`src/common/cpu_defs.svh`:
```
// CPU sizing defines
`ifndef CPU_DEFS_SVH
`define CPU_DEFS_SVH

// Datapath word width
`define CPU_XLEN 32

// Architectural register count
`define CPU_NREGS 16

// Memory depths in words
`define CPU_IMEM_DEPTH 256
`define CPU_DMEM_DEPTH 256

// Address widths, matched to the depths above
`define CPU_PC_W 8
`define CPU_DADDR_W 8

`endif

```
`src/common/cpuIsaPkg.sv`:
```
// CPU instruction set types
package cpuIsaPkg;

  // Opcode field, bits 27 to 24
  typedef enum logic [3:0] {
    AND  = 4'h0,
    EOR  = 4'h1,
    SUB  = 4'h2,
    ADD  = 4'h3,
    ORR  = 4'h4,
    MOV  = 4'h5,  // Zero-extended 16-bit immediate
    LSL  = 4'h6,
    LSR  = 4'h7,
    ROR  = 4'h8,
    CMP  = 4'h9,  // Subtract, flags only
    LDR  = 4'ha,
    STR  = 4'hb,
    B    = 4'hc,  // Absolute target, low byte of immediate
    NOPD = 4'hd,
    NOPE = 4'he,
    HALT = 4'hf
  } opcodeT;

  // ARM-style condition codes on NZCV
  typedef enum logic [3:0] {
    EQ, NE, CS, CC, MI, PL, VS, VC,
    HI, LS, GE, LT, GT, LE, AL, NV
  } condT;

  // Instruction layout, MSB first
  typedef struct packed {
    condT       cond;      // 31:28
    opcodeT     opcode;    // 27:24
    logic       setFlags;  // 23
    logic [3:0] rd;        // 22:19
    logic [3:0] rs2;       // 18:15, also top of move immediate
    logic [3:0] rs1;       // 14:11
    logic [4:0] shamt;     // 10:6, shift amount or memory offset
    logic [5:0] low;       // 5:0, bits 5:3 end the move immediate
  } instrT;

  // Status flags
  typedef struct packed {
    logic n;
    logic z;
    logic c;
    logic v;
  } flagsT;

endpackage

```
`src/common/cpuDataPkg.sv`:
```
// CPU datapath types
`include "cpu_defs.svh"

package cpuDataPkg;

  // Data word
  typedef logic [`CPU_XLEN-1:0] wordT;

  // Register bank index
  typedef logic [$clog2(`CPU_NREGS)-1:0] regIdxT;

  // Instruction RAM address
  typedef logic [`CPU_PC_W-1:0] pcT;

  // Data RAM address
  typedef logic [`CPU_DADDR_W-1:0] dAddrT;

endpackage

```
`src/common/cpuIfs.sv`:
```
// CPU internal port bundles
`timescale 1ns/100ps

// Register bank access, two reads and one write
interface regPortIf;
  cpuDataPkg::regIdxT rdAddrA;
  cpuDataPkg::regIdxT rdAddrB;
  cpuDataPkg::wordT   rdDataA;
  cpuDataPkg::wordT   rdDataB;
  logic               wrEn;
  cpuDataPkg::regIdxT wrAddr;
  cpuDataPkg::wordT   wrData;

  modport reader (output rdAddrA, output rdAddrB, input rdDataA, input rdDataB);  // Control

  modport writer (output wrEn, output wrAddr, output wrData);  // Write-back

  modport bank (
    input  rdAddrA, rdAddrB,
    input  wrEn, wrAddr, wrData,
    output rdDataA, rdDataB
  );
endinterface


```
`src/hw/control/cpuControl.sv`:
```
// PC, run state and flag register
`timescale 1ns/100ps

module cpuControl (
  input  logic             Clk_i,
  input  logic             rstN_i,
  input  logic             run_i,       // Start pulse, ignored while running
  input  cpuIsaPkg::instrT instr_i,
  input  logic             condPass_i,
  input  cpuIsaPkg::flagsT newFlags_i,
  regPortIf.reader         regs,
  output cpuDataPkg::pcT   pc_o,
  output cpuIsaPkg::flagsT flags_o,
  output logic             exec_o,      // Current instruction takes effect
  output logic             halted_o
);

  logic             running;
  logic             halted;
  cpuDataPkg::pcT   pc;
  cpuIsaPkg::flagsT flags;
  cpuDataPkg::pcT   brTarget;
  logic             isHalt;
  logic             isBranch;
  logic             flagLoad;

  assign isHalt   = (instr_i.opcode == cpuIsaPkg::HALT);
  assign isBranch = (instr_i.opcode == cpuIsaPkg::B);
  assign brTarget = {instr_i.shamt, instr_i.low[5:3]};  // Immediate bits 7:0

  assign exec_o   = running && condPass_i;
  assign flagLoad = exec_o && (instr_i.setFlags || (instr_i.opcode == cpuIsaPkg::CMP));

  always_ff @(posedge Clk_i)
  begin
    if (!rstN_i)
    begin
      running <= 1'b0;
      halted  <= 1'b0;
      pc      <= '0;
      flags   <= '0;
    end
    else if (!running)
    begin
      if (run_i)  // Fresh start from address zero
      begin
        running <= 1'b1;
        halted  <= 1'b0;
        pc      <= '0;
        flags   <= '0;
      end
    end
    else
    begin
      if (exec_o && isHalt)
      begin
        running <= 1'b0;  // pc stays on the HALT
        halted  <= 1'b1;
      end
      else if (exec_o && isBranch)
      begin
        pc <= brTarget;
      end
      else
      begin
        pc <= pc + 1'b1;  // Also taken by failed conditions
      end
      if (flagLoad)
      begin
        flags <= newFlags_i;
      end
    end
  end

  // Operand steering, STR reads rd as its store data
  assign regs.rdAddrA = instr_i.rs1;
  assign regs.rdAddrB = (instr_i.opcode == cpuIsaPkg::STR) ? instr_i.rd : instr_i.rs2;

  assign pc_o     = pc;
  assign flags_o  = flags;
  assign halted_o = halted;

  // pc holds between runs
  pcIdleStable: assert property (@(posedge Clk_i) disable iff (!rstN_i)
    (!running && !run_i) |=> $stable(pc))
    else $error("pc moved while idle");

endmodule

```
`src/flat_wrapper.sv`:
```
// flat-port wrapper written by rule: the top's interface ports become plain ports
module cpuControl_flat 
  (Clk_i, rstN_i, run_i, instr_i, condPass_i, newFlags_i, pc_o, flags_o, exec_o, halted_o, regs_rdAddrA, regs_rdAddrB, regs_rdDataA, regs_rdDataB);
  regPortIf regs_i ();
  input  logic Clk_i;
  input  logic rstN_i;
  input  logic run_i;
  input  cpuIsaPkg::instrT instr_i;
  input  logic condPass_i;
  input  cpuIsaPkg::flagsT newFlags_i;
  output cpuDataPkg::pcT pc_o;
  output cpuIsaPkg::flagsT flags_o;
  output logic exec_o;
  output logic halted_o;
  output wire logic [$bits(regs_i.rdAddrA)-1:0] regs_rdAddrA;
  output wire logic [$bits(regs_i.rdAddrB)-1:0] regs_rdAddrB;
  input wire logic [$bits(regs_i.rdDataA)-1:0] regs_rdDataA;
  input wire logic [$bits(regs_i.rdDataB)-1:0] regs_rdDataB;
  assign regs_rdAddrA = regs_i.rdAddrA;
  assign regs_rdAddrB = regs_i.rdAddrB;
  assign regs_i.rdDataA = regs_rdDataA;
  assign regs_i.rdDataB = regs_rdDataB;
  cpuControl u_core (.Clk_i(Clk_i), .rstN_i(rstN_i), .run_i(run_i), .instr_i(instr_i), .condPass_i(condPass_i), .newFlags_i(newFlags_i), .regs(regs_i), .pc_o(pc_o), .flags_o(flags_o), .exec_o(exec_o), .halted_o(halted_o));
endmodule
```
`config.mk`:
```
export PLATFORM = sky130hd
export DESIGN_NAME = cpuControl_flat
export DESIGN_NICKNAME = d
export VERILOG_FILES = /design/src/common/cpuIsaPkg.sv /design/src/common/cpuDataPkg.sv /design/src/common/cpuIfs.sv /design/src/hw/control/cpuControl.sv /design/src/flat_wrapper.sv
export VERILOG_INCLUDE_DIRS = /design/src /design/src/common
export SDC_FILE = /design/constraint.sdc
export NUM_CORES = 1
export LEC_CHECK = 0
export BUFFER_PORTS_ARGS = -buffer_cell sky130_fd_sc_hd__buf_2
export CORE_ASPECT_RATIO = 1.75
export CORE_UTILIZATION = 33
export CTS_CLUSTER_DIAMETER = 200
export DETAILED_ROUTE_END_ITERATION = 7
export PLACE_DENSITY = 0.95
export RECOVER_POWER = 50
export SLEW_MARGIN = 10
export SYNTH_ARGS = -nofsm -noshare
export SYNTH_HDL_FRONTEND = slang
export SYNTH_SLANG_ARGS = --single-unit
```
`constraint.sdc`:
```
create_clock -name Clk_i -period 2.95 [get_ports Clk_i]
set_clock_uncertainty 0.2 [all_clocks]
set_input_delay 0.295 -clock Clk_i [delete_from_list [all_inputs] [get_ports Clk_i]]
set_output_delay 0.295 -clock Clk_i [all_outputs]
set_load 0.02 [all_outputs]
```
==> impl_metrics.csv <==
group,metric,value,unit
run_status,status,"finished clean",
hold_path,min_path_type,"in -> reg",
setup_path,r2r_setup_slack,0.88,ns
routing,drt_iter0_markers,21,
power_and_ir_drop,sw_frac_of_total,0.274,
timing,slew_headroom,0.630,
yosys,synthesis.nets,209,
power_and_ir_drop,clockPowerShare,0.360,
timing,rsz0062_at_grt,"no",
power_and_ir_drop,seqPwrFrac,0.455,
place,numPortBuffers,46,
layout,area_delta_synth_final,26.5,%
timing,finalCritPeriodShare,0.701,
grt,grt_pass1_wl,3880,um
floorplanning,num_io_pins,126,
routing,ant_nets,0,
setup_path,cp-end-kind,"register",
power_and_ir_drop,ir_drop,0.246,mV
routing,routedWlPerCell,14.2,um
yosys,synth_top_area_frac,0.308,
grt,track_usage,0.166,
timing,setup_tns,0,ns
yosys,ys_async_sr_fraction,0,
place,hpwl,1990,um
grt,grt_max_degree,11,
power_and_ir_drop,p_sw,0.121,mW
floorplanning,start_util,0.356,
hold_path,min_path_cells,3,
run,max_cap_violations,0,
routing,vias_per_cell,5.75,
timing,slew_violations,0,
hold_path,whs_endpoint,"u_core.pc_o[2]$_SDFFE_PN0P_",
routing,first_pass_iters,4,
setup_path,r2r_start,"u_core.running$_SDFF_PN0_",
setup_path,worstSetupPathType,"reg -> reg",
routing,wirelength,2460,um
yosys,yosysTopAreaCell,"dfxtp_1",
yosys,ys_types,39,
cts,holdBufCountCts,0,
yosys,synth_cells,104,
layout,final_util,0.451,
yosys,synth-edff-count,0,
floorplanning,die_width,41.7,um
grt,antenna_found_initial,0,
routing,num_vias,995,
layout,drive_gt1_frac,0.333,
cts,htree_levels,1,
timing,fin_crit,2.07,ns
yosys,ys_ff_latch,14,
cts,clockRootBuffer,"clkbuf_8",
setup_path,rr_worst_depth,4,
layout,fill_cells,265,
power_and_ir_drop,p_comb_frac,0.185,
floorplanning,core_area,2550,sq um
yosys,synth.avg_cell_area,8.75,sq um
layout,design_area,1150,sq um
setup_path,cp.arrival,2.01,ns
setup_path,crit_required,2.89,ns
hold_path,hp-start,"instr_i[5]",
timing,max_freq,0.484,GHz
layout,final_cell_mix,"buf_2, dfxtp_1, nand3_1, nand2_1",
yosys,synthTopCellsByArea,"dfxtp_1, o211ai_1, nand3_1, mux2_2, nand2_1",
floorplanning,die_area,2980,sq um
timing,setup_ws,0.882,ns
grt,grt_pass1_vias,935,
cts,clock-sinks,14,
setup_path,critPathLaunchType,"register",
floorplanning,die_h,71.5,um
layout,num_antenna_cells,0,
timing,worstMarginPinSlew,0.555,ns
floorplanning,num_rows,24,
routing,drc,0,
cts,cts_tree,"built",
layout,finalNetCount,254,
yosys,synth_area,910,sq um
place,place.gp.congestion,0.761,
cts,post_cts_resize_count,0,
yosys,seq_area_frac_synth,0.308,
yosys,yosysWarnings,0,
grt,overflow,0,
power_and_ir_drop,p_int,0.320,mW
yosys,yosys_most_used_dff,"dfxtp_1",
cts,cts_buffers,3,
setup_path,critical_path.max_fanout,10,
cts,cts.clk_slew.worst_paths,0.06,ns
layout,final_common_cell,"buf_2",
power_and_ir_drop,p_leak,0.485,nW
timing,hold_viol,0,
layout,instances_no_fill,173,
cts,clk-insertion-delay-late,0.25,ns
cts,cts_setup_buffers,0,
place,dpl-instance-area,1130,sq um
place,place_inst,170,
timing,finalSetupViolCount,0,
setup_path,r2r-end,"u_core.pc_o[1]$_SDFFE_PN0P_",
place,dpl_worst_slack,1.10,ns
cts,clk_path_buf_depth,2,
power_and_ir_drop,powerDensity,383,nW/um^2
-- power by group through the flow --
stage	registers (mW)	clock network (mW)	logic [mW]
after floorplan	0.208	0	0.0507
after global placement	0.204	0	0.0807
after detailed placement	0.205	0	0.0834
after CTS	0.201	0.157	0.0835
after global routing	0.201	0.167	0.0884
final	0.201	0.159	0.0818
-- flip-flops by register name, indices dropped and copies added (netlist names) --
register	flops
u_core.halted_o	1
u_core.pc_o	8
u_core.running	1
u_core.flags_o	4
-- cell families (layout without fill, tap and decap cells) --
| kind of cell | Yosys count | count (layout) | synth area share |
|---|---|---|---|
| fa+ha+maj | 1 | 1 | 0.0138 |
| compound gates | 30 | 30 | 0.238 |
| xor+xnor | 2 | 2 | 0.0193 |
| simple gates | 41 | 41 | 0.263 |
| flops | 14 | 14 | 0.308 |
| mux | 8 | 8 | 0.0990 |
| buf+inv | 8 | 51 | 0.0591 |
-- synthesized netlist by cell type, types with 2 or more instances --
cell type	count
inv_1	2
nor2_1	4
o211ai_1	8
o21ai_0	3
a21oi_1	5
o21a_1	2
nand2_1	9
a32oi_1	3
nand2b_1	3
mux2_2	4
nor3_1	2
mux2i_1	3
nand4_1	4
dfxtp_1	14
xnor2_1	2
buf_4	4
nand3_1	10
-- final cells by class --
cell class	count	area [sq um]	share of cell area
clock buffer	3	41.3	0.0359
inverter	2	7.51	0.00652
multi-input combinational	82	569	0.495
sequential	14	280	0.243
tap	26	32.5	0.0283
timing repair buffer	46	220	0.191
-- critical path, stage by stage (launching register included) --
cell and delay [ns]:
dfxtp_1 0.41, and2_0 0.50, and4_4 0.37, mux2_4 0.30, o21a_1 0.17
-- through the flow --
| step | total power [mW] | hold WS, ns |
|---|---|---|
| 2_1_floorplan | 0.258 | 0.251 |
| 3_3_place_gp | 0.285 | 0.253 |
| 3_5_place_dp | 0.288 | 0.270 |
| 4_1_cts | 0.441 | 0.107 |
| 5_1_grt | 0.456 | 0.105 |
| 6_report | 0.441 | 0.106 |
-- worst max-delay path by stage --
stage,slack (ns),start,endpoint,depth (start not counted)
floorplan,1.29,u_core.running$_SDFF_PN0_,u_core.pc_o[1]$_SDFFE_PN0P_,5
global placement,1.13,instr_i[27],regs_rdAddrB[2],5
detailed placement,1.10,instr_i[27],regs_rdAddrB[3],5
CTS,1.10,instr_i[27],regs_rdAddrB[3],5
finish,0.88,u_core.running$_SDFF_PN0_,u_core.pc_o[1]$_SDFFE_PN0P_,4
global route,0.79,u_core.running$_SDFF_PN0_,u_core.pc_o[1]$_SDFFE_PN0P_,4
-- metal layers --
layer / track usage / share of wire
met1: 0.157 / 0.37
met2: 0.323 / 0.52
met3: 0.0403 / 0.091
met4: 0.0753 / 0.023
met5: 0 / 0
No activity file was read; power rests on OpenSTA's default activity.
