===== src/common/cpu_defs.svh =====
// CPU sizing defines
`ifndef CPU_DEFS_SVH
`define CPU_DEFS_SVH

// Datapath word width
`define CPU_XLEN 32

// Architectural register count
`define CPU_NREGS 16

// Memory depths in words
`define CPU_IMEM_DEPTH 256
`define CPU_DMEM_DEPTH 256

// Address widths, matched to the depths above
`define CPU_PC_W 8
`define CPU_DADDR_W 8

`endif


===== src/common/cpuIsaPkg.sv =====
// CPU instruction set types
package cpuIsaPkg;

  // Opcode field, bits 27 to 24
  typedef enum logic [3:0] {
    AND  = 4'h0,
    EOR  = 4'h1,
    SUB  = 4'h2,
    ADD  = 4'h3,
    ORR  = 4'h4,
    MOV  = 4'h5,  // Zero-extended 16-bit immediate
    LSL  = 4'h6,
    LSR  = 4'h7,
    ROR  = 4'h8,
    CMP  = 4'h9,  // Subtract, flags only
    LDR  = 4'ha,
    STR  = 4'hb,
    B    = 4'hc,  // Absolute target, low byte of immediate
    NOPD = 4'hd,
    NOPE = 4'he,
    HALT = 4'hf
  } opcodeT;

  // ARM-style condition codes on NZCV
  typedef enum logic [3:0] {
    EQ, NE, CS, CC, MI, PL, VS, VC,
    HI, LS, GE, LT, GT, LE, AL, NV
  } condT;

  // Instruction layout, MSB first
  typedef struct packed {
    condT       cond;      // 31:28
    opcodeT     opcode;    // 27:24
    logic       setFlags;  // 23
    logic [3:0] rd;        // 22:19
    logic [3:0] rs2;       // 18:15, also top of move immediate
    logic [3:0] rs1;       // 14:11
    logic [4:0] shamt;     // 10:6, shift amount or memory offset
    logic [5:0] low;       // 5:0, bits 5:3 end the move immediate
  } instrT;

  // Status flags
  typedef struct packed {
    logic n;
    logic z;
    logic c;
    logic v;
  } flagsT;

endpackage


===== src/common/cpuDataPkg.sv =====
// CPU datapath types
`include "cpu_defs.svh"

package cpuDataPkg;

  // Data word
  typedef logic [`CPU_XLEN-1:0] wordT;

  // Register bank index
  typedef logic [$clog2(`CPU_NREGS)-1:0] regIdxT;

  // Instruction RAM address
  typedef logic [`CPU_PC_W-1:0] pcT;

  // Data RAM address
  typedef logic [`CPU_DADDR_W-1:0] dAddrT;

endpackage


===== src/common/cpuIfs.sv =====
// CPU internal port bundles
`timescale 1ns/100ps

// Register bank access, two reads and one write
interface regPortIf;
  cpuDataPkg::regIdxT rdAddrA;
  cpuDataPkg::regIdxT rdAddrB;
  cpuDataPkg::wordT   rdDataA;
  cpuDataPkg::wordT   rdDataB;
  logic               wrEn;
  cpuDataPkg::regIdxT wrAddr;
  cpuDataPkg::wordT   wrData;

  modport reader (output rdAddrA, output rdAddrB, input rdDataA, input rdDataB);  // Control

  modport writer (output wrEn, output wrAddr, output wrData);  // Write-back

  modport bank (
    input  rdAddrA, rdAddrB,
    input  wrEn, wrAddr, wrData,
    output rdDataA, rdDataB
  );
endinterface

// Data RAM access, combinational read while en
interface memPortIf;
  logic              en;
  logic              we;
  cpuDataPkg::dAddrT addr;
  cpuDataPkg::wordT  wdata;
  cpuDataPkg::wordT  rdata;

  modport master (output en, output we, output addr, output wdata, input rdata);

  modport slave (input en, input we, input addr, input wdata, output rdata);
endinterface


===== src/hw/memControl.sv =====
// Load/store and write-back control
`timescale 1ns/100ps

module memControl (
  input  logic             Clk_i,
  input  logic             exec_i,       // Instruction retires this cycle
  input  cpuIsaPkg::instrT instr_i,
  input  cpuDataPkg::wordT opA_i,        // Base register
  input  cpuDataPkg::wordT opB_i,        // Store data
  input  cpuDataPkg::wordT aluResult_i,
  memPortIf.master         mem,
  regPortIf.writer         regs
);

  cpuDataPkg::wordT effAddr;
  logic             isLdr;
  logic             isStr;
  logic             wbOp;  // Opcode writes rd

  assign isLdr   = (instr_i.opcode == cpuIsaPkg::LDR);
  assign isStr   = (instr_i.opcode == cpuIsaPkg::STR);
  assign effAddr = opA_i + cpuDataPkg::wordT'(instr_i.shamt);  // Base plus offset

  always_comb
  begin
    unique case (instr_i.opcode)
      cpuIsaPkg::AND, cpuIsaPkg::EOR, cpuIsaPkg::SUB, cpuIsaPkg::ADD,
      cpuIsaPkg::ORR, cpuIsaPkg::MOV, cpuIsaPkg::LSL, cpuIsaPkg::LSR,
      cpuIsaPkg::ROR, cpuIsaPkg::LDR: wbOp = 1'b1;
      default:                        wbOp = 1'b0;  // CMP, STR, B, HALT, no-ops
    endcase
  end

  // Data RAM side
  assign mem.en    = exec_i && (isLdr || isStr);
  assign mem.we    = exec_i && isStr;
  assign mem.addr  = cpuDataPkg::dAddrT'(effAddr);  // Wraps at 256 words
  assign mem.wdata = opB_i;

  // Register write-back
  assign regs.wrEn   = exec_i && wbOp;
  assign regs.wrAddr = instr_i.rd;
  assign regs.wrData = isLdr ? mem.rdata : aluResult_i;

  // A store retires with no register update
  storeNoWb: assert property (@(posedge Clk_i) mem.we |-> !regs.wrEn)
    else $error("Store and register write in the same cycle");

endmodule


===== src/flat_wrapper.sv =====
// flat-port wrapper written by rule: the top's interface ports become plain ports
module memControl_flat 
  (Clk_i, exec_i, instr_i, opA_i, opB_i, aluResult_i, mem_en, mem_we, mem_addr, mem_wdata, mem_rdata, regs_wrEn, regs_wrAddr, regs_wrData);
  memPortIf mem_i ();
  regPortIf regs_i ();
  input  logic Clk_i;
  input  logic exec_i;
  input  cpuIsaPkg::instrT instr_i;
  input  cpuDataPkg::wordT opA_i;
  input  cpuDataPkg::wordT opB_i;
  input  cpuDataPkg::wordT aluResult_i;
  output wire logic [$bits(mem_i.en)-1:0] mem_en;
  output wire logic [$bits(mem_i.we)-1:0] mem_we;
  output wire logic [$bits(mem_i.addr)-1:0] mem_addr;
  output wire logic [$bits(mem_i.wdata)-1:0] mem_wdata;
  input wire logic [$bits(mem_i.rdata)-1:0] mem_rdata;
  output wire logic [$bits(regs_i.wrEn)-1:0] regs_wrEn;
  output wire logic [$bits(regs_i.wrAddr)-1:0] regs_wrAddr;
  output wire logic [$bits(regs_i.wrData)-1:0] regs_wrData;
  assign mem_en = mem_i.en;
  assign mem_we = mem_i.we;
  assign mem_addr = mem_i.addr;
  assign mem_wdata = mem_i.wdata;
  assign mem_i.rdata = mem_rdata;
  assign regs_wrEn = regs_i.wrEn;
  assign regs_wrAddr = regs_i.wrAddr;
  assign regs_wrData = regs_i.wrData;
  memControl u_core (.Clk_i(Clk_i), .exec_i(exec_i), .instr_i(instr_i), .opA_i(opA_i), .opB_i(opB_i), .aluResult_i(aluResult_i), .mem(mem_i), .regs(regs_i));
endmodule

===== config.mk =====
export PLATFORM = sky130hd
export DESIGN_NAME = memControl_flat
export DESIGN_NICKNAME = d
export VERILOG_FILES = /design/src/common/cpuIsaPkg.sv /design/src/common/cpuDataPkg.sv /design/src/common/cpuIfs.sv /design/src/hw/memControl.sv /design/src/flat_wrapper.sv
export VERILOG_INCLUDE_DIRS = /design/src /design/src/common
export SDC_FILE = /design/constraint.sdc
export NUM_CORES = 1
export LEC_CHECK = 0
export BUFFER_PORTS_ARGS = -buffer_cell sky130_fd_sc_hd__buf_2
export CAP_MARGIN = 20
export CORE_AREA = 2 2 95 97
export DETAILED_ROUTE_END_ITERATION = 10
export DIE_AREA = 0 0 97 99
export PLACE_DENSITY = 0.48
export SLEW_MARGIN = 20
export SYNTH_ARGS = -nofsm -noshare
export SYNTH_HDL_FRONTEND = slang
export SYNTH_SLANG_ARGS = --single-unit

===== constraint.sdc =====
create_clock -name vclk -period 2.1
set_input_delay 0.315 -clock vclk [all_inputs]
set_output_delay 0.315 -clock vclk [all_outputs]
set_load 0.02 [all_outputs]

==> impl_metrics.json, run 1 <==
{
  "cp_slowest_cell": "fa_2",
  "remaining_drc_errors": 0,
  "port_buffers": 125,
  "status": "complete, no violations",
  "power.density_nw_per_um2": 247,
  "antenna_found_initial": 0,
  "slowest_delay_ps": 360,
  "setup_viol": 0,
  "synth_nets": 276,
  "fmax_mhz": 502,
  "place_ws_ps": -59.6,
  "max_slew_margin_pct": 82.8,
  "endpoint_kind": "output pin",
  "synth_cells": 108,
  "yosys.area_share.simple_pct": 6.81,
  "routed_wl_um": 3900,
  "synthMuxAreaShare_pct": 43.6,
  "globalplace.congestion": 0.786,
  "maxSlewViolCount": 0,
  "initial_core_util_pct": 12.7,
  "mostFrequentLayoutCell": "buf_2",
  "synth_area_sq_um": 1080,
  "boundaryPins": 241,
  "path_class": "in -> out",
  "grt.overflow.total": 0,
  "hp-class": "in -> out",
  "area_growth_pct": 46.7,
  "track_usage_pct": 7.36,
  "synth_top_area_share_pct": 41.5,
  "core_sq_um": 8550,
  "finalWorstSetupSlack_ps": 107,
  "power_leakage_nw": 0.878,
  "rsz0062_at_grt": "false",
  "regArea_sq_um": 0,
  "post_dp_cell_area_sq_um": 1560,
  "postSynthAreaPerCell_sq_um": 10.0,
  "fillerInstances": 964,
  "synth_seq_area_share_pct": 0,
  "min_period_ps": 1990,
  "clock_buffers": 0,
  "critPathLaunchType": "primary input",
  "drt-initial-drc-count": 9,
  "cp.arrival_ps": 1680,
  "vias_per_cell": 3.66,
  "dieArea_sq_um": 9600,
  "fin_crit_sh_pct": 94.9,
  "drtAntennaViolNets": 0,
  "final_area_sq_um": 1590,
  "peakVddDrop_mv": 0.0909,
  "holdWs_ps": 630,
  "path_cells": "buf_2 -> ha_4 -> inv_1 -> fa_2 -> nor2b_2 -> o21bai_1 -> a21boi_1 -> xor2_1 -> buf_4",
  "row_count": 34,
  "firstDrtPassIters": 4,
  "whs_endpoint": "mem_wdata[13]",
  "nFlopsAndLatches": 0,
  "final_cell_mix": "123 x buf_2, 30 x mux2_4",
  "synth_top_family_by_area": "multiplexers",
  "hold_viol": 0,
  "worstPathMaxFanout": 2,
  "die_h_um": 99,
  "grt_pass1_wl_um": 5910,
  "required_ps": 1780,
  "synth_xor_area_share_pct": 4.04,
  "synth-adder-area-share_pct": 7.61,
  "die_x_um": 97,
  "utilization_pct": 18.6,
  "drv_cap": 0,
  "n_antenna_cell": 0,
  "hp-start": "opB_i[13]",
  "hpwlAfterDp_um": 3350,
  "synth-compound-area-share_pct": 5.42,
  "synth_area_leaders": "mux2_4 42%, buf_4 26%, ha_1 5.8%",
  "synth_cell_types": 26,
  "yosys_warnings": 0,
  "grt_max_degree": 33,
  "wl_per_cell_um": 12.8,
  "synth_top_area_cell": "mux2_4",
  "tightest_slew_ps": 258,
  "hold_depth": 0,
  "layout-drive-gt1-share_pct": 84.3,
  "grt_pass1_vias": 1101,
  "multi_input_area_sq_um": 764,
  "final_nets": 367,
  "vias": 1116
}
area by class of cell:
class                           count  share of cell area (%)
Multi-Input combinational cell     64                    48.0
Tap cell                          108                    8.49
Inverter                            4                   0.943
Timing Repair Buffer              129                    42.5
metal layers:
metal / up-vias / track usage [%] / share of wire [%]
met1: 477 / 8.89 / 37
met3: 8 / 2.41 / 15
met2: 114 / 13.3 / 48
met4: 0 / 0.542 / 0.64
li1: 517 / - / -
met5: - / 0 / 0
power breakdown:
group          leakage, nW  internal [mW]  switching (mW)
logic                0.878          0.195           0.198
registers                0              0               0
clock network            0              0               0
total                0.878          0.195           0.198
Yosys cell counts, types with 2 or more instances:
| master | number |
|---|---|
| inv_1 | 4 |
| ha_1 | 5 |
| buf_4 | 37 |
| mux2_4 | 30 |
| xnor2_1 | 4 |
| buf_12 | 3 |
| nand2_1 | 2 |
| a21oi_1 | 2 |
| mux2_2 | 2 |
| and2_1 | 2 |
| o21ai_0 | 2 |
worst max-delay path by stage:
stage	from	end	cells past startpoint
2_1_floorplan	opA_i[0]	mem_addr[6]	7
3_3_place_gp	opA_i[0]	mem_addr[6]	9
3_5_place_dp	opA_i[0]	mem_addr[6]	9
4_1_cts	opA_i[0]	mem_addr[6]	9
5_1_grt	instr_i[6]	mem_addr[6]	9
6_report	instr_i[6]	mem_addr[6]	9
metrics by stage:
| step | TNS, ps | cells | power, mW |
|---|---|---|---|
| 6_report | 0 | 305 | 0.393 |
| 5_1_grt | 0 | 305 | 0.424 |
| 4_1_cts | 0 | 304 | 0.391 |
| 3_5_place_dp | -59.6 | 304 | 0.385 |
| 3_3_place_gp | -25.7 | 304 | 0.384 |
| 2_1_floorplan | 0 | 108 | 0.325 |
critical path: cells and delay by family:
kind                       cells  cell delay, ps
adders and majority gates      2             480
and+or+nand+nor                1             140
xor gates and xnor gates       1             170
buffers and inverters          3             310
AOI/OAI and AO/OA              2             240
what timing repair did:
action	CTS	global route
endpoints found under the setup margin	1	1
pin swaps	0	4
resized for setup	2	5
buffers inserted	0	1
hold buffers	0	0
cells by family after synthesis:
| logic type | after synthesis |
|---|---|
| buffers and inverters | 44 |
| muxes | 32 |
| and+or+nand+nor | 12 |
| AOI/OAI and AO/OA | 9 |
| adders and majority gates | 6 |
| xor gates and xnor gates | 5 |
No activity file was read; power rests on OpenSTA's default activity.
==> run 2: changes to the inputs <==
--- a/config.mk
+++ b/config.mk
@@ -8,10 +8,12 @@
 export LEC_CHECK = 0
 export BUFFER_PORTS_ARGS = -buffer_cell sky130_fd_sc_hd__buf_2
 export CAP_MARGIN = 20
-export CORE_AREA = 2 2 95 97
+export CELL_PAD_IN_SITES_DETAIL_PLACEMENT = 0
+export CELL_PAD_IN_SITES_GLOBAL_PLACEMENT = 1
+export CORE_AREA = 2 2 94 96
 export DETAILED_ROUTE_END_ITERATION = 10
-export DIE_AREA = 0 0 97 99
-export PLACE_DENSITY = 0.48
+export DIE_AREA = 0 0 96 98
+export PLACE_DENSITY = 0.8
 export SLEW_MARGIN = 20
 export SYNTH_ARGS = -nofsm -noshare
 export SYNTH_HDL_FRONTEND = slang
==> constraint.sdc (replaced) <==
create_clock -name vclk -period 2.5
set_input_delay 0.375 -clock vclk [all_inputs]
set_output_delay 0.375 -clock vclk [all_outputs]
set_load 0.02 [all_outputs]
==> impl_metrics.json, run 2 (synthesis gave the netlist of run 1 again) <==
{
  "p_comb_share_pct": 100.0,
  "vias": 1058,
  "min_period_ps": 2270,
  "drv_cap": 0,
  "intPower_mw": 0.156,
  "grt_use_met3_pct": 0.849,
  "hold_depth": 0,
  "initial_core_util_pct": 12.8,
  "regArea_sq_um": 0,
  "rsz0062_at_grt": "false",
  "layout-drive-gt1-share_pct": 82.5,
  "boundaryPins": 241,
  "hpwlAfterDp_um": 2850,
  "track_usage_pct": 5.53,
  "antenna_found_initial": 0,
  "final_cell_mix": "125 x buf_2, 30 x mux2_4, 5 x ha_1",
  "cts.repair.resized": 0,
  "stdcell_count": 302,
  "final_nets": 364,
  "total_power_mw": 0.312,
  "firstDrtPassIters": 4,
  "fmax_mhz": 441,
  "setup_viol": 0,
  "pwr-share-seq_pct": 0,
  "top_usage_layer": "met2",
  "nFlopsAndLatches": 0,
  "vias_per_cell": 3.50,
  "path_class": "in -> out",
  "drt-initial-drc-count": 9,
  "post-place-cells": 302,
  "grt_use_met2_pct": 10.7,
  "hp-class": "in -> out",
  "grt.overflow.total": 0,
  "die_h_um": 98,
  "area_growth_pct": 42.2,
  "die_x_um": 96,
  "grt_max_degree": 33,
  "net-switching-power_mw": 0.156,
  "swShare_pct": 50.1,
  "n_antenna_cell": 0,
  "grt_pass1_wl_um": 4390,
  "endpoint_kind": "output pin",
  "peakVddDrop_mv": 0.0585,
  "p_clk_share_pct": 0,
  "grt_pass1_vias": 992,
  "grt_use_met1_pct": 6.15,
  "hp-start": "opB_i[13]",
  "post_cts_buffers": 0,
  "drtAntennaViolNets": 0,
  "power.density_nw_per_um2": 202,
  "port_buffers": 125,
  "max_slew_margin_pct": 82.8,
  "mostFrequentLayoutCell": "buf_2",
  "fillerInstances": 959,
  "power_leakage_nw": 0.858,
  "whs_endpoint": "mem_wdata[13]",
  "worstPathMaxFanout": 2,
  "hold_viol": 0,
  "fin_crit_sh_pct": 90.7,
  "required_ps": 2120,
  "holdBufCountCts": 0,
  "utilization_pct": 18.2,
  "timing.setup.tns_ps": 0,
  "core_sq_um": 8470,
  "row_count": 34,
  "maxSlewViolCount": 0,
  "clock_buffers": 0,
  "tightest_slew_ps": 258,
  "critPathLaunchType": "primary input",
  "dieArea_sq_um": 9410,
  "remaining_drc_errors": 0,
  "wl_per_cell_um": 10.4,
  "routed_wl_um": 3140,
  "globalplace.congestion": 0.688,
  "status": "complete, no violations",
  "cp.arrival_ps": 1890
}
[run 2: metal layers]
metal | vias up | part of all wire [%] | routed length, um
li1 | 510 | - | -
met1 | 453 | 37 | 1160
met2 | 83 | 46 | 1440
met3 | 12 | 16 | 506
met4 | 0 | 1.3 | 40
met5 | - | 0 | 0
[run 2: final cells by class]
class                      count  area [sq um]  area share (%)
inverter                       4          15.0           0.973
timing repair buffer         126           646            41.8
tap                          108           135            8.76
multi-input combinational     64           747            48.4
[run 2: worst max path at each step]
stage / from / to / slack, ps / cells past startpoint
floorplan: opA_i[0] / mem_addr[6] / 380 / 7
global placement: opA_i[0] / mem_addr[6] / 220 / 9
detailed placement: opA_i[0] / mem_addr[6] / 240 / 9
CTS: opA_i[0] / mem_addr[6] / 230 / 9
global route: instr_i[6] / mem_addr[6] / 90 / 9
finish: opA_i[0] / mem_addr[6] / 230 / 9
[run 2: through the flow]
step | area [sq um] | setup slack, ps | hold slack (ps)
finish | 1540 | 233 | 750
detailed placement | 1540 | 242 | 750
floorplan | 1080 | 380 | 863
CTS | 1540 | 234 | 750
global placement | 1540 | 216 | 750
global route | 1540 | 86.9 | 750
[run 2: power groups by stage]
stage	registers (mW)	logic [mW]	clock network (mW)
2_1_floorplan	0	0.273	0
3_3_place_gp	0	0.313	0
3_5_place_dp	0	0.316	0
4_1_cts	0	0.318	0
5_1_grt	0	0.343	0
6_report	0	0.312	0
[run 2: worst max-delay path, cell delays in order]
cell	delay, ps
buf_2	80
ha_1	150
inv_1	50
fa_1	400
nor2b_1	190
o21bai_1	80
a21boi_0	220
xor2_1	160
buf_2	180
==> run 3: changes to the inputs <==
--- a/config.mk
+++ b/config.mk
@@ -10,10 +10,11 @@
 export CAP_MARGIN = 20
 export CELL_PAD_IN_SITES_DETAIL_PLACEMENT = 0
 export CELL_PAD_IN_SITES_GLOBAL_PLACEMENT = 1
-export CORE_AREA = 2 2 94 96
+export CORE_ASPECT_RATIO = 0.6
+export CORE_MARGIN = 2
+export CORE_UTILIZATION = 14
 export DETAILED_ROUTE_END_ITERATION = 10
-export DIE_AREA = 0 0 96 98
-export PLACE_DENSITY = 0.8
+export PLACE_DENSITY = 0.86
 export SLEW_MARGIN = 20
 export SYNTH_ARGS = -nofsm -noshare
 export SYNTH_HDL_FRONTEND = slang
==> impl_metrics.json, run 3 (synthesis gave the netlist of run 1 again) <==
{
  "timing.setup.tns_ps": 0,
  "globalplace.congestion": 0.694,
  "rsz0062_at_grt": "false",
  "area_growth_pct": 41.8,
  "endpoint_kind": "output pin",
  "nFlopsAndLatches": 0,
  "core_sq_um": 7390,
  "boundaryPins": 241,
  "status": "complete, no violations",
  "layout-drive-gt1-share_pct": 82.5,
  "fin_crit_sh_pct": 90.4,
  "n_antenna_cell": 0,
  "cts.repair.resized": 0,
  "dieArea_sq_um": 8490,
  "vias_per_cell": 3.58,
  "clock_buffers": 0,
  "worst-path-stages": 9,
  "setup_viol": 0,
  "path_class": "in -> out",
  "power.density_nw_per_um2": 210,
  "antenna_found_initial": 0,
  "post_cts_buffers": 0,
  "hpwlAfterDp_um": 4080,
  "final_area_sq_um": 1540,
  "initial_core_util_pct": 14.7,
  "die_x_um": 118,
  "drv_cap": 0,
  "final_nets": 364,
  "hp-class": "in -> out",
  "multi_input_area_sq_um": 747,
  "die_h_um": 72.2,
  "tightest_slew_ps": 264,
  "port_buffers": 125,
  "mostFrequentLayoutCell": "buf_2",
  "total_power_mw": 0.323,
  "critPathLaunchType": "primary input",
  "regArea_sq_um": 0,
  "grt_pass1_wl_um": 6050,
  "cp_common_cell": "buf_2",
  "fillerInstances": 822,
  "finalWorstSetupSlack_ps": 241,
  "peakVddDrop_mv": 0.0555,
  "fmax_mhz": 443,
  "path_cells": "buf_2 -> ha_1 -> inv_1 -> fa_1 -> nor2b_1 -> o21bai_1 -> a21boi_0 -> xor2_1 -> buf_2",
  "slowest_delay_ps": 400,
  "firstDrtPassIters": 4,
  "hold_viol": 0,
  "routed_wl_um": 4380,
  "post_dp_cell_area_sq_um": 1540,
  "worstPathMaxFanout": 2,
  "grt_max_degree": 33,
  "hold_depth": 0,
  "wl_per_cell_um": 14.7,
  "remaining_drc_errors": 0,
  "row_count": 24,
  "crit_family": "adder cells",
  "cp_slowest_cell": "fa_1",
  "grt.overflow.total": 0,
  "cp.arrival_ps": 1880,
  "holdBufCountCts": 0,
  "grt_pass1_vias": 1084,
  "track_usage_pct": 9.25,
  "min_period_ps": 2260,
  "drt-initial-drc-count": 26,
  "drtAntennaViolNets": 0,
  "required_ps": 2120,
  "path_buf_inv": 3,
  "maxSlewViolCount": 0,
  "final_cell_mix": "125 x buf_2, 30 x mux2_4, 5 x ha_1",
  "vias": 1068,
  "max_slew_margin_pct": 82.4,
  "power_leakage_nw": 0.858,
  "place_ws_ps": 244
}
[run 3: cell counts in the layout (fill, tap and decap cells not counted)]
No cell type changed its count.
[run 3: final timing paths]
path | slack, ps | start | to
worst min-delay path | 750 | opB_i[12] | mem_wdata[12]
worst max-delay path | 240 | opA_i[0] | mem_addr[6]
[run 3: per-layer routing]
metal | GRT usage (%) | part of all wire, % | wire length [um] | up-vias
met5 | 0 | 0 | 0 | -
met4 | 0.134 | 0.091 | 4 | 0
met3 | 4.17 | 11 | 464 | 2
met2 | 20.0 | 57 | 2510 | 57
met1 | 8.42 | 32 | 1400 | 499
li1 | - | - | - | 510
[run 3: power by group]
part	switching, mW	internal (mW)
sequential	0	0
clock	0	0
combinational	0.166	0.156
[run 3: cell type report]
type / instances / area share [%]
inverters: 4 / 0.976
multi-input cells: 64 / 48.6
well taps: 104 / 8.46
repair buffers: 126 / 42.0
[run 3: through the flow]
step	instances	hold WS, ps	util, %
after floorplan	108	863	-
after global placement	298	750	20.8
after detailed placement	298	750	20.8
after CTS	298	750	20.8
after global routing	298	750	20.8
final	298	750	20.8
